## config.mk

```make
export PLATFORM = sky130hd
export DESIGN_NAME = fetch_top
export DESIGN_NICKNAME = d
export VERILOG_FILES = /design/src/common/bus_pkg.sv /design/src/common/core_pkg.sv /design/src/fetch/fetch_unit.sv /design/src/fetch/icache.sv /design/src/logic/cache_control.sv /design/src/logic/fetch_top.sv
export VERILOG_INCLUDE_DIRS = /design/src /design/src/common
export SDC_FILE = /design/constraint.sdc
export NUM_CORES = 1
export LEC_CHECK = 0
export ABC_AREA = 0
export BUFFER_PORTS_ARGS = -buffer_cell sky130_fd_sc_hd__buf_2
export CAP_MARGIN = 10
export CORE_ASPECT_RATIO = 0.7
export CORE_UTILIZATION = 55
export DETAILED_ROUTE_END_ITERATION = 8
export PLACE_DENSITY_LB_ADDON = 0.2
export SKIP_LAST_GASP = 1
export SLEW_MARGIN = 0
export SYNTH_ARGS = -nofsm -noshare
export SYNTH_HDL_FRONTEND = slang
export SYNTH_HIERARCHICAL = 1
export SYNTH_SLANG_ARGS = --single-unit
```

## constraint.sdc

```tcl
create_clock -name clock -period 5.29 [get_ports clock]
set_input_delay 0.529 -clock clock [delete_from_list [all_inputs] [get_ports clock]]
set_output_delay 0.529 -clock clock [all_outputs]
set_load 0.005 [all_outputs]
```

## src/common/fetch_settings.svh

```systemverilog
`ifndef FETCH_SETTINGS_SVH
`define FETCH_SETTINGS_SVH

// ----------------------------------------------------------------------
// Fetch front end build settings
// ----------------------------------------------------------------------

// First address fetched after reset
`define FETCH_RESET_PC 32'h3000_0000

// Direct-mapped cache depth, one word per line, power of two
`define ICACHE_LINES 16

// ID driven on every AXI read request
`define FETCH_AXI_ID 0

`endif

```

## src/common/bus_pkg.sv

```systemverilog
package bus_pkg;

    typedef enum logic [1:0] {
        OKAY   = 2'b00,
        EXOKAY = 2'b01,
        SLVERR = 2'b10,
        DECERR = 2'b11
    } axi_resp_e;

    localparam logic [2:0] AXI_SIZE_4B     = 3'b010;
    localparam logic [1:0] AXI_BURST_FIXED = 2'b00;

    typedef struct packed {
        logic [31:0] addr;
        logic [3:0]  id;
        logic [7:0]  len;
        logic [2:0]  size;
        logic [1:0]  burst;
    } axi_ar_t;

    typedef struct packed {
        logic [31:0] data;
        axi_resp_e   resp;
        logic        last;
        logic [3:0]  id;
    } axi_r_t;

endpackage

```

## src/common/core_pkg.sv

```systemverilog
`include "fetch_settings.svh"

package core_pkg;

    localparam int OFFSET_W = 2;
    localparam int INDEX_W  = $clog2(`ICACHE_LINES);
    localparam int TAG_W    = 32 - INDEX_W - OFFSET_W;

    typedef logic [31:0] inst_t;

    // Fetch address, stepped whole by the PC logic and split by the cache
    typedef union packed {
        logic [31:0] raw;
        struct packed {
            logic [TAG_W-1:0]    tag;
            logic [INDEX_W-1:0]  index;
            logic [OFFSET_W-1:0] offset;
        } fields;
    } pc_t;

    // Core to fetch steering, both flags are single-cycle strobes
    typedef struct packed {
        logic strobe;
        logic stop;
        pc_t  target;
    } redirect_t;

    typedef struct packed {
        pc_t   pc;
        inst_t inst;
    } fetch_out_t;

    // flush is a one-cycle pulse toward the cache
    typedef struct packed {
        logic enable;
        logic flush;
    } cache_cfg_t;

endpackage

```

## src/fetch/fetch_unit.sv

```systemverilog
`include "fetch_settings.svh"

module fetch_unit (
    input  logic                 clock,
    input  logic                 reset,
    input  core_pkg::redirect_t  redirect,
    input  logic                 out_ready,
    input  logic                 resp,
    input  core_pkg::inst_t      resp_inst,
    output logic                 out_valid,
    output core_pkg::fetch_out_t out,
    output logic                 req,
    output core_pkg::pc_t        req_pc
);
    import core_pkg::*;

    pc_t  pc;
    pc_t  pc_next;
    pc_t  pend_target;
    pc_t  take_target;
    logic pend_redirect;
    logic pend_stop;
    logic take_stop;
    logic take_redirect;
    logic start;
    logic take;

    assign take = out_valid && out_ready;

    // Merge pending requests with one arriving on the handshake cycle
    assign take_stop     = pend_stop || redirect.stop;
    assign take_redirect = pend_redirect || redirect.strobe;
    assign take_target   = redirect.strobe ? redirect.target : pend_target;

    // Stop beats redirect beats sequential step
    always_comb begin
        if (take_stop) begin
            pc_next = pc;
        end else if (take_redirect) begin
            pc_next = take_target;
        end else begin
            pc_next.raw = pc.raw + 32'd4;
        end
    end

    // ----------------------------------------------------------------------
    // Program counter and request issue
    // ----------------------------------------------------------------------
    always_ff @(posedge clock or posedge reset) begin
        if (reset) begin
            pc.raw        <= `FETCH_RESET_PC;
            start         <= 1'b1;
            req           <= 1'b0;
            pend_redirect <= 1'b0;
            pend_stop     <= 1'b0;
        end else begin
            start <= 1'b0;
            // One request after reset, then one per accepted word
            req   <= start || take;
            if (take) begin
                pc            <= pc_next;
                pend_redirect <= 1'b0;
                pend_stop     <= 1'b0;
            end else begin
                if (redirect.strobe) pend_redirect <= 1'b1;
                if (redirect.stop) pend_stop <= 1'b1;
            end
        end
    end

    always_ff @(posedge clock) begin
        if (redirect.strobe && !take) begin
            pend_target <= redirect.target;
        end
    end

    assign req_pc = pc;

    // ----------------------------------------------------------------------
    // Decode output register
    // ----------------------------------------------------------------------
    always_ff @(posedge clock or posedge reset) begin
        if (reset) begin
            out_valid <= 1'b0;
        end else if (resp) begin
            out_valid <= 1'b1;
        end else if (take) begin
            out_valid <= 1'b0;
        end
    end

    always_ff @(posedge clock) begin
        if (resp) begin
            out.pc   <= pc;
            out.inst <= resp_inst;
        end
    end

    // No overlap between an open cache request and a held word
    req_while_held: assert property (@(posedge clock) disable iff (reset)
        $rose(req) |-> !out_valid);
    resp_while_held: assert property (@(posedge clock) disable iff (reset)
        resp |-> !out_valid);

endmodule

```

## src/fetch/icache.sv

```systemverilog
`include "fetch_settings.svh"

module icache (
    input  logic                clock,
    input  logic                reset,
    input  logic                req,
    input  core_pkg::pc_t       req_pc,
    input  core_pkg::cache_cfg_t cfg,
    input  logic                ar_ready,
    input  logic                r_valid,
    input  bus_pkg::axi_r_t     r,
    output logic                resp,
    output core_pkg::inst_t     resp_inst,
    output logic                resp_error,
    output logic                hit,
    output logic                miss,
    output logic                ar_valid,
    output bus_pkg::axi_ar_t    ar,
    output logic                r_ready
);
    import core_pkg::*;
    import bus_pkg::*;

    localparam int LINES = `ICACHE_LINES;

    typedef enum logic [1:0] {
        S_IDLE,
        S_ADDR,
        S_WAIT
    } state_e;

    state_e           state;
    pc_t              miss_pc;
    logic [LINES-1:0] line_valid;
    logic [TAG_W-1:0] tag_mem [LINES];
    inst_t            data_mem [LINES];
    logic             lookup_hit;
    logic             r_okay;
    logic             fill;

    // Disabled cache never hits, so every access goes to the bus
    assign lookup_hit = cfg.enable && line_valid[req_pc.fields.index]
                        && (tag_mem[req_pc.fields.index] == req_pc.fields.tag);

    assign r_okay  = (r.resp == OKAY);
    assign fill    = (state == S_WAIT) && r_valid && r_okay && cfg.enable;
    assign r_ready = 1'b1;

    // Single-beat word read at the latched miss address
    assign ar.addr  = miss_pc.raw;
    assign ar.id    = 4'(`FETCH_AXI_ID);
    assign ar.len   = 8'd0;
    assign ar.size  = AXI_SIZE_4B;
    assign ar.burst = AXI_BURST_FIXED;

    // ----------------------------------------------------------------------
    // Lookup and refill FSM
    // ----------------------------------------------------------------------
    always_ff @(posedge clock or posedge reset) begin
        if (reset) begin
            state      <= S_IDLE;
            ar_valid   <= 1'b0;
            resp       <= 1'b0;
            resp_error <= 1'b0;
            hit        <= 1'b0;
            miss       <= 1'b0;
        end else begin
            resp       <= 1'b0;
            resp_error <= 1'b0;
            hit        <= 1'b0;
            miss       <= 1'b0;
            case (state)
                S_IDLE: begin
                    if (req && lookup_hit) begin
                        resp <= 1'b1;
                        hit  <= 1'b1;
                    end else if (req) begin
                        miss     <= 1'b1;
                        ar_valid <= 1'b1;
                        state    <= S_ADDR;
                    end
                end
                S_ADDR: begin
                    if (ar_ready) begin
                        ar_valid <= 1'b0;
                        state    <= S_WAIT;
                    end
                end
                S_WAIT: begin
                    if (r_valid) begin
                        resp       <= 1'b1;
                        resp_error <= !r_okay;
                        state      <= S_IDLE;
                    end
                end
                default: state <= S_IDLE;
            endcase
        end
    end

    always_ff @(posedge clock) begin
        if (state == S_IDLE && req) begin
            miss_pc   <= req_pc;
            resp_inst <= data_mem[req_pc.fields.index];
        end else if (state == S_WAIT && r_valid) begin
            resp_inst <= r.data;
        end
        if (fill) begin
            tag_mem[miss_pc.fields.index]  <= miss_pc.fields.tag;
            data_mem[miss_pc.fields.index] <= r.data;
        end
    end

    // Flush overrides a fill landing on the same edge
    always_ff @(posedge clock or posedge reset) begin
        if (reset) begin
            line_valid <= '0;
        end else if (cfg.flush) begin
            line_valid <= '0;
        end else if (fill) begin
            line_valid[miss_pc.fields.index] <= 1'b1;
        end
    end

    ar_hold: assert property (@(posedge clock) disable iff (reset)
        ar_valid && !ar_ready |=> ar_valid && $stable(ar));
    // Only single-beat reads are ever outstanding
    r_single_beat: assert property (@(posedge clock) disable iff (reset)
        r_valid |-> r.last && state == S_WAIT);

endmodule

```

## src/logic/cache_control.sv

```systemverilog
module cache_control (
    input  logic                 clock,
    input  logic                 reset,
    input  logic                 cfg_write,
    input  core_pkg::cache_cfg_t cfg_data,
    input  logic                 hit,
    input  logic                 miss,
    output core_pkg::cache_cfg_t cfg,
    output logic [31:0]          hit_count,
    output logic [31:0]          miss_count
);

    logic clear_counts;

    assign clear_counts = cfg_write && cfg_data.flush;

    // Enable is sticky, flush lasts exactly one cycle
    always_ff @(posedge clock or posedge reset) begin
        if (reset) begin
            cfg.enable <= 1'b1;
            cfg.flush  <= 1'b0;
        end else begin
            cfg.flush <= clear_counts;
            if (cfg_write) cfg.enable <= cfg_data.enable;
        end
    end

    // ----------------------------------------------------------------------
    // Saturating performance counters
    // ----------------------------------------------------------------------
    always_ff @(posedge clock or posedge reset) begin
        if (reset) begin
            hit_count  <= '0;
            miss_count <= '0;
        end else if (clear_counts) begin
            hit_count  <= '0;
            miss_count <= '0;
        end else begin
            if (hit && hit_count != '1) hit_count <= hit_count + 32'd1;
            if (miss && miss_count != '1) miss_count <= miss_count + 32'd1;
        end
    end

    // Cache reports each lookup exactly one way
    hit_miss_exclusive: assert property (@(posedge clock) disable iff (reset)
        !(hit && miss));

endmodule

```

## src/logic/fetch_top.sv

```systemverilog
module fetch_top (
    input  logic                 clock,
    input  logic                 reset,
    input  core_pkg::redirect_t  redirect,
    input  logic                 out_ready,
    output logic                 out_valid,
    output core_pkg::fetch_out_t out,
    output logic                 resp_error,
    input  logic                 cfg_write,
    input  core_pkg::cache_cfg_t cfg_data,
    output logic [31:0]          hit_count,
    output logic [31:0]          miss_count,
    output logic                 ar_valid,
    input  logic                 ar_ready,
    output bus_pkg::axi_ar_t     ar,
    input  logic                 r_valid,
    output logic                 r_ready,
    input  bus_pkg::axi_r_t      r
);
    import core_pkg::*;

    // Fetch to cache request link
    logic       req;
    pc_t        req_pc;
    logic       resp;
    inst_t      resp_inst;

    // Cache to control block
    logic       hit;
    logic       miss;
    cache_cfg_t cfg;

    fetch_unit fetch_unit_inst (
        .clock     (clock),
        .reset     (reset),
        .redirect  (redirect),
        .out_ready (out_ready),
        .resp      (resp),
        .resp_inst (resp_inst),
        .out_valid (out_valid),
        .out       (out),
        .req       (req),
        .req_pc    (req_pc)
    );

    icache icache_inst (
        .clock      (clock),
        .reset      (reset),
        .req        (req),
        .req_pc     (req_pc),
        .cfg        (cfg),
        .ar_ready   (ar_ready),
        .r_valid    (r_valid),
        .r          (r),
        .resp       (resp),
        .resp_inst  (resp_inst),
        .resp_error (resp_error),
        .hit        (hit),
        .miss       (miss),
        .ar_valid   (ar_valid),
        .ar         (ar),
        .r_ready    (r_ready)
    );

    cache_control cache_control_inst (
        .clock      (clock),
        .reset      (reset),
        .cfg_write  (cfg_write),
        .cfg_data   (cfg_data),
        .hit        (hit),
        .miss       (miss),
        .cfg        (cfg),
        .hit_count  (hit_count),
        .miss_count (miss_count)
    );

endmodule

```

* Word level (Yosys, flattened, before mapping)
Memory sizes are Yosys's and may differ from the RTL's. Index checks and enable logic that the tools add are counted.
Operators by class: $add $sub $neg 3, $mul 0, div/mod/pow operators 0, order comparisons 3, eq/ne operators 9, shifts and indexed selects 0, mux-type cells 40, bitwise logic cells 2, reductions and logical operators 31
Operators by type and width (count):
- $mux W32 | 8
- $add A32 B1 Y32 const B | 2
- $ne A32 B32 Y1 const B | 2
- $add A32 B3 Y32 const B | 1
- $mux W16 | 2
- $eq A26 B26 Y1 | 1
- $mux W1 | 21
- $or A16 B16 Y16 | 1
- $reduce_bool A2 Y1 | 8
- $logic_and A1 B1 Y1 | 13
- $lt A4 B5 Y1 const B | 2
- $mux W2 | 4
- $ne A2 B2 Y1 const B | 4
- $reduce_and A4 Y1 | 2
- $pmux W2 S3 | 1
- $bmux W1 S4 | 1
- $demux W1 S4 | 1
- $ge A4 B1 Y1 const B | 1
- $logic_not A2 Y1 | 2
- $pmux W1 S2 | 2
- $logic_or A1 B1 Y1 | 3
- $eq A2 B1 Y1 const B | 1
- $eq A2 B2 Y1 const B | 1
- $logic_not A1 Y1 | 2
- 2 further kinds | 2
Word-level totals: flip-flop bits (word level) 286, bits in latches 0, memory bits (writable) 928, ROM bits 0, bits of input ports 81, output and inout port bits 181, word-level logic and storage cells 112, memories 2
Memory list:
- icache_inst.data_mem | words 16, bits a word 32, read ports 1, clocked after memory_dff 0, write ports 1, line icache.sv:36 | inst_t data_mem [LINES];
- icache_inst.tag_mem | words 16, bits a word 26, read ports 1, clocked after memory_dff 0, write ports 1, line icache.sv:35 | logic [TAG_W-1:0] tag_mem [LINES];

* Depth between registers and ports, before layout
Gate-level depths: netlist (run 1).
word-level depth 7, gate-level depth with buffers 12

* Cells and area by module
Netlist (run 1), hierarchy kept.
By module, submodules not included:
- icache | times used 1, cells an instance 1758, area an instance 39215.1 um^2, sequential area each 30364.1 um^2
- fetch_unit | times used 1, cells an instance 411, area an instance 5526.6 um^2, sequential area each 3812.4 um^2
- cache_control | times used 1, cells an instance 436, area an instance 3885.0 um^2, sequential area each 1652.8 um^2

* Worst setup path before layout (run 1)
No wires, ideal clock.
path type input -> register, start in r[6] (netlist name), end mem icache_inst/data_mem[0][0] (netlist name) (enable), arrival 5.138 ns, path slack -0.396 ns, cell stages on the path 4, cell sequence nor2_1 -> nand3_1 -> or3_1 -> nor3_1
Between the ends: word-level cells in the longest chain between the ends 5
RTL lines:
- start, declared | line fetch_top.sv:18 | input bus_pkg::axi_r_t r
- $logic_not A2 Y1 | line icache.sv:45 | assign r_okay = (r.resp == OKAY);
- $logic_and A1 B1 Y1 (2 in a row) | line icache.sv:46 | assign fill = (state == S_WAIT) && r_valid && r_okay && cfg.enable;
- $mux W1 | line icache.sv:108 | if (fill) begin
- $mux W1 (not written as such) | line icache.sv:110 | data_mem[miss_pc.fields.index] <= r.data;
- end, declared | line icache.sv:36
Every way passes these cells.

* Worst setup path in the final report (run 1)
start reg fetch_unit_inst.pc (netlist bit fetch_unit_inst/req_pc[2]), end reg icache_inst.miss
Between the ends: word-level cells in the longest chain between the ends 7, elaborated cells on any way between the ends 9, classes of those cells eq/ne (1); mux (4); reduce/logical (3); memory (1)
RTL lines:
- start, declared | line fetch_unit.sv:17 | pc_t pc;
- start signal, assigned | line fetch_unit.sv:61 | pc <= pc_next;
- branches (longest 3 deep; another with $mem_v2 Z16 W26)
- $logic_and A1 B1 Y1 (*) | line icache.sv:43 | && (tag_mem[req_pc.fields.index] == req_pc.fields.tag);
- $logic_and A1 B1 Y1 (*) | line icache.sv:74 | if (req && lookup_hit) begin
- $mux W1 (*) | line icache.sv:74
- $mux W1 (*) | line icache.sv:72 | case (state)
- end signal, assigned | line icache.sv:66 | miss <= 1'b0;
- end signal, assigned | line icache.sv:71 | miss <= 1'b0;
- end signal, assigned | line icache.sv:78 | miss <= 1'b1;
- end, declared | line icache.sv:16 | output logic miss,
Mark *: on every way between the ends. The select of a mux whose other input is x is not followed. A chain may end at the register's enable or synchronous reset.

==> results.py, run 1 <==
metrics = {
    "clock_network": {
        "numCtsBuffers": 112,
        "postCtsSetupBuffers": 0,
        "ctsResizeCount": 0,
        "insertion_delay_ps": 740,
        "ctsHtreeMaxLevel": 3,
        "cts_sinks": 1214,
        "cts.path.max_buffers": 3,
        "cts.clk_slew.worst_paths_ps": 60,
        "cts_tree": "yes",
        "cts_root_buffer": "clkbuf_16",
    },
    "pwr": {
        "power_leakage_uw": 0.0184,
        "switching_share": 0.289,
        "ir_drop_mv": 0.354,
        "power_density_nw_per_um2": 465,
        "combPwrFrac": 0.210,
        "power_frac_clock": 0.308,
        "pwr-share-seq": 0.483,
        "switching_power_uw": 7420,
        "p_int_uw": 18300,
        "total_power_uw": 25700,
    },
    "routing": {
        "dr.pass1.iters": 6,
        "via_per_inst": 6.40,
        "ant_nets": 0,
        "drc": 0,
        "wl_per_cell_um": 28.0,
        "num_vias": 26700,
        "wl_mm": 117,
        "first_iter_violations": 3179,
    },
    "place": {
        "dp_hpwl_mm": 65.8,
        "gp_congestion": 0.906,
        "place_ws_ps": 1090,
        "numPortBuffers": 238,
    },
    "synth": {
        "yosys_warnings": 6,
        "synth_flop_cell": "edfxtp_1",
        "synthArstFlopShare": 0.104,
        "ys_ff_latch": 1214,
        "yosysUniqueCellTypes": 93,
        "post_synth.cell_area_avg_um2": 18.7,
        "ys_seq_area_frac": 0.737,
        "synth_edf_count": 1088,
        "syn_area_um2": 48600,
        "synth_cells": 2605,
    },
    "die": {
        "initial_core_util": 0.560,
        "core_area_um2": 86800,
        "die_h_um": 251,
        "io_pins": 262,
        "die_w_um": 357,
        "row_count": 90,
        "dieArea_um2": 89600,
    },
    "status": {
        "status": "completed",
    },
    "timing": {
        "tns_ps": 0,
        "hold_viol_final": 0,
        "finalCritPeriodShare": 0.791,
        "fin_crit_ps": 4180,
        "finalClockSkew_ps": 49.0,
        "fmax_mhz": 239,
        "report.final.slew_viol_count": 0,
        "slew_headroom": 0.206,
        "rsz0062_at_grt": "false",
        "worstMarginPinSlew_ps": 1190,
        "fin_ws_ps": 1110,
        "finalSetupViolCount": 0,
        "whs_ps": 48.2,
    },
    "critical_path": {
        "crit_type": "register to register",
        "cp-end-kind": "register",
        "cp.arrival_ps": 4810,
        "cp.required_ps": 5920,
        "crit_path_max_fanout": 53,
        "setup.worst_path.start_class": "register",
    },
    "global_route": {
        "grt_max_degree": 67,
        "antenna_found_initial": 3,
        "grt_use_total": 0.263,
        "grt_pass1_vias": 26200,
        "grt_pass1_wl_mm": 172,
        "grt_overflow": 0,
    },
    "hold_path": {
        "min_path_type": "input pin to register",
    },
    "layout": {
        "nets": 3010,
        "post-route-util": 0.636,
        "area_growth_syn_to_layout_pct": 13.6,
        "drive_gt1_frac": 0.264,
    },
    "job": {
        "maxCapViolCount": 0,
    },
}
kinds of logic (layout without fill, tap and decap cells):
kind of cell               count (synthesis)  count (layout)  synth area share
AOI/OAI and AO/OA                        290             290            0.0419
xor gates and xnor gates                  38              38           0.00684
adders and majority gates                  3               3          0.000772
buffers and inverters                    168             568            0.0195
DFF                                     1214            1214             0.737
muxes                                    325             325             0.133
other                                      3              21          0.000232
and+or+nand+nor                          564             564            0.0609
state kept, by name, indices dropped and copies added (netlist names), 16 cells and up:
| name | cells |
|---|---|
| icache_inst/data_mem | 512 |
| icache_inst/miss_pc | 32 |
| icache_inst/tag_mem | 416 |
| cache_control_inst/hit_count | 32 |
| icache_inst/line_valid | 16 |
| fetch_unit_inst/out | 64 |
| icache_inst/resp_inst | 32 |
| fetch_unit_inst/pend_target | 32 |
| fetch_unit_inst/req_pc | 32 |
| cache_control_inst/miss_count | 32 |
path summary, 6_finish.rpt:
check / from / to / slack (ps) / cells after the start
worst max-delay path: fetch_unit_inst/req_pc[2] / icache_inst/miss / 1110 / 10
worst min-delay path: redirect[2] / fetch_unit_inst/pend_target[2] / 50 / 1
worst max register to register: fetch_unit_inst/req_pc[2] / icache_inst/miss / 1110 / 10
worst min register to register: icache_inst/resp_inst[4] / fetch_unit_inst/out[4] / 420 / 0
max in group asynchronous: reset / icache_inst/resp / 3980 / 3
min in group asynchronous: reset / fetch_unit_inst/req_pc[13] / 520 / 4
cells in the final DEF (no fill, tap or decap), types with 14 or more instances in the layout:
cell type / count
xor2_1: 14
edfxtp_1: 1088
a22o_1: 16
buf_2: 238
and4_1: 15
or3_1: 34
dfrtp_1: 117
nor3_1: 24
o21ai_0: 58
a21oi_1: 56
a221oi_1: 16
conb_1: 19
o31ai_1: 26
clkbuf_1: 26
a22oi_1: 23
buf_12: 14
mux2i_1: 57
nand4_1: 35
or4_1: 22
clkbuf_16: 115
inv_1: 17
nor4_1: 17
clkinv_2: 26
nand2_1: 181
buf_4: 53
clkinv_1: 20
dlygate4sd3_1: 33
nand3_1: 50
mux4_2: 244
mux2_2: 15
nor2_1: 75
xnor2_1: 24
and3_1: 22
through the flow:
step                      cell area (µm²)  instances
final                               55200       4173
after global routing                55200       4172
after CTS                           55200       4170
after detailed placement            51300       3928
after global placement              51300       3928
after floorplan                     48700       2621
worst max-delay path: stages (launching register included):
cell and delay [ps]:
dfrtp_4 970, buf_12 420, mux2i_1 180, a221oi_1 450
a22oi_1 150, a2111oi_0 980, buf_4 250, nand4b_1 110
nor3_1 70, nand4_1 280, and2_1 180
synthesized netlist by cell type (22+ instances only):
| master | count | share of area |
|---|---|---|
| edfxtp_1 | 1088 | 0.67 |
| mux4_2 | 244 | 0.11 |
| nand2_1 | 182 | 0.014 |
| dfrtp_1 | 122 | 0.063 |
| nor2_1 | 87 | 0.0067 |
| clkbuf_1 | 59 | 0.0046 |
| o21ai_0 | 58 | 0.0060 |
| mux2i_1 | 57 | 0.012 |
| a21oi_1 | 56 | 0.0058 |
| nand3_1 | 50 | 0.0051 |
| nand4_1 | 35 | 0.0045 |
| or3_1 | 34 | 0.0044 |
| buf_2 | 33 | 0.0034 |
| buf_4 | 33 | 0.0051 |
| nor3_1 | 28 | 0.0029 |
| o31ai_1 | 26 | 0.0040 |
| xnor2_1 | 24 | 0.0043 |
| a22oi_1 | 23 | 0.0036 |
| and3_1 | 22 | 0.0028 |
| or4_1 | 22 | 0.0034 |
layer usage:
layer,GRT usage,share of wire
met1,0.386,0.42
met4,0.0563,0.019
met2,0.411,0.48
met5,0,0
met3,0.0545,0.086
power by group through the flow:
stage | registers, µW | logic, µW | clock network (µW)
floorplan | 12000 | 4040 | 0
global placement | 12500 | 5300 | 0
detailed placement | 12600 | 5370 | 0
CTS | 12400 | 5410 | 8000
global route | 12500 | 5740 | 8350
finish | 12400 | 5390 | 7900
area by class of cell:
type / count / area, µm²
Fill cell: 5889 / 31600
Tap cell: 1150 / 1440
Antenna cell: 2 / 5.00
Timing Repair Buffer: 339 / 2210
Clock buffer: 141 / 2980
Sequential cell: 1214 / 35800
Multi-Input combinational cell: 1239 / 12100
Inverter: 20 / 76.3
Clock inverter: 68 / 598
timing repair:
item	in CTS	in global routing
hold endpoints to repair	66	0
endpoints found under the setup margin	0	0
hold buffers	33	0
(Power assumes the default switching activity.)
==> run 2, diff against run 1 <==
Settings changed: CORE_UTILIZATION 55 to 60.
Clock period 5.29 ns to 3.85 ns, I/O delays scaled along.
==> results.py, run 2 (same netlist as run 1, synthesis figures left out) <==
metrics = {
    "status": {
        "status": "finished, violations left",
        "failed_checks": "design-rule violations",
    },
    "place": {
        "dp_hpwl_mm": 65.7,
        "gp_congestion": 0.901,
        "dp_cells": 3864,
        "numPortBuffers": 238,
        "placed_cell_area_um2": 51500,
    },
    "critical_path": {
        "cp.required_ps": 4420,
        "crit_type": "register to register",
        "regToRegSetupSlack_ps": 130,
        "cp-end-kind": "register",
        "cp.arrival_ps": 4280,
        "setup.worst_path.start_class": "register",
        "crit_path_max_fanout": 21,
    },
    "clock_network": {
        "numCtsBuffers": 109,
        "cts_root_buffer": "clkbuf_16",
        "insertion_delay_ps": 700,
        "cts.path.max_buffers": 3,
        "cts_tree": "yes",
        "ctsHtreeMaxLevel": 3,
        "cts_sinks": 1214,
        "cts.clk_slew.worst_paths_ps": 60,
    },
    "timing": {
        "finalClockSkew_ps": 28.3,
        "report.final.slew_viol_count": 0,
        "worstMarginPinSlew_ps": 1170,
        "hold_viol_final": 0,
        "slew_headroom": 0.219,
        "fin_crit_ps": 3720,
        "rsz0062_at_grt": "true",
        "finalSetupViolCount": 0,
        "whs_ps": 70.6,
        "finalCritPeriodShare": 0.965,
        "fmax_mhz": 269,
    },
    "routing": {
        "drc": 4,
        "first_iter_violations": 3333,
        "wl_mm": 117,
        "num_vias": 27000,
        "via_per_inst": 6.56,
        "dr.pass1.iters": 9,
        "wl_per_cell_um": 28.4,
        "ant_nets": 0,
    },
    "die": {
        "dieArea_um2": 82200,
        "core_area_um2": 79400,
        "row_count": 86,
        "die_w_um": 342,
        "io_pins": 262,
        "die_h_um": 240,
        "initial_core_util": 0.612,
    },
    "layout": {
        "final_cells": 4116,
        "drive_gt1_frac": 0.272,
        "layout_commonest_cell": "edfxtp_1",
        "largest_reg_flops": 512,
        "reg_top3": "icache_inst/data_mem: 512 flops, icache_inst/tag_mem: 416 flops, fetch_unit_inst/out: 64 flops",
        "nets": 3047,
        "mostFrequentLayoutCells": "edfxtp_1, mux4_2, buf_2",
        "post-route-util": 0.700,
        "area_growth_syn_to_layout_pct": 14.3,
        "fillCellCount": 4930,
        "stdcell_area_um2": 55600,
        "largest_register": "icache_inst/data_mem",
    },
    "pwr": {
        "power_leakage_uw": 0.0186,
        "total_power_uw": 35500,
        "power_density_nw_per_um2": 639,
        "ir_drop_mv": 0.520,
    },
    "global_route": {
        "grt_max_degree": 66,
        "grt_pass1_vias": 26600,
        "antenna_found_initial": 2,
        "grt_use_total": 0.287,
        "grt_overflow": 0,
        "grt_pass1_wl_mm": 171,
    },
    "job": {
        "maxCapViolCount": 0,
    },
    "hold_path": {
        "min_path_type": "input pin to register",
    },
}
run 2: cell count changes in the layout (fill, tap and decap cells not counted), moves of 5 or more:
cell,previous run,this run
clkinvlp_4,8,3
clkbuf_1,26,20
dlygate4sd3_1,33,42
buf_4,53,74
buf_12,14,25
run 2: cell type report:
class	count	area (µm²)	area share
Multi-Input combinational cell	1239	12100	0.217
Clock inverter	69	633	0.0114
Clock buffer	136	2930	0.0528
Sequential cell	1214	35800	0.645
Inverter	20	76.3	0.00137
Timing Repair Buffer	379	2670	0.0480
Antenna cell	3	7.51	0.000135
Tap cell	1056	1320	0.0238
run 2: path summary, 6_finish.rpt:
check | startpoint | to | cells after the start
setup / recovery | fetch_unit_inst/req_pc[2] | icache_inst/resp | 12
hold / removal | r[20] | icache_inst/data_mem[0][13] | 1
setup reg to reg | fetch_unit_inst/req_pc[2] | icache_inst/resp | 12
hold reg to reg | icache_inst/resp_inst[0] | fetch_unit_inst/out[0] | 0
max in group asynchronous | reset | fetch_unit_inst/req_pc[28] | 4
min in group asynchronous | reset | cache_control_inst/hit_count[19] | 3
run 2: what timing repair did:
action                                  4_1_cts  5_1_grt
resized for setup                             0        1
endpoints found under the hold margin        75        0
hold buffers                                 42        0
setup buffers                                 0        1
endpoints found under the setup margin        0        5
run 2: worst max-delay path, stage by stage (launching register included):
cell,delay (ps)
dfrtp_4,690
buf_12,260
buf_4,280
mux2i_1,150
a221oi_1,490
a22oi_1,150
a2111oi_1,670
buf_4,230
nand4b_1,110
nor3_1,70
nand4_1,240
buf_4,180
o21ai_1,60
run 2: metrics by stage:
stage	setup TNS, ps	setup WS, ps
floorplan	-33160	-191
global placement	0	104
detailed placement	0	70.4
CTS	0	49.5
global route	0	1.01
finish	0	134
run 2: report_power, final:
part / internal, µW / switching (µW) / total (µW)
registers: 15600 / 1280 / 16800
logic: 3700 / 4120 / 7820
clock network: 6080 / 4760 / 10800
run 2: routing by layer:
metal / up-vias / track usage / wire length, µm / share of wire
met5: - / 0 / 0 / 0
met4: 0 / 0.0844 / 3130 / 0.027
met3: 223 / 0.0689 / 11900 / 0.10
met2: 1463 / 0.439 / 55700 / 0.48
met1: 14000 / 0.418 / 46000 / 0.39
li1: 11400 / - / - / -
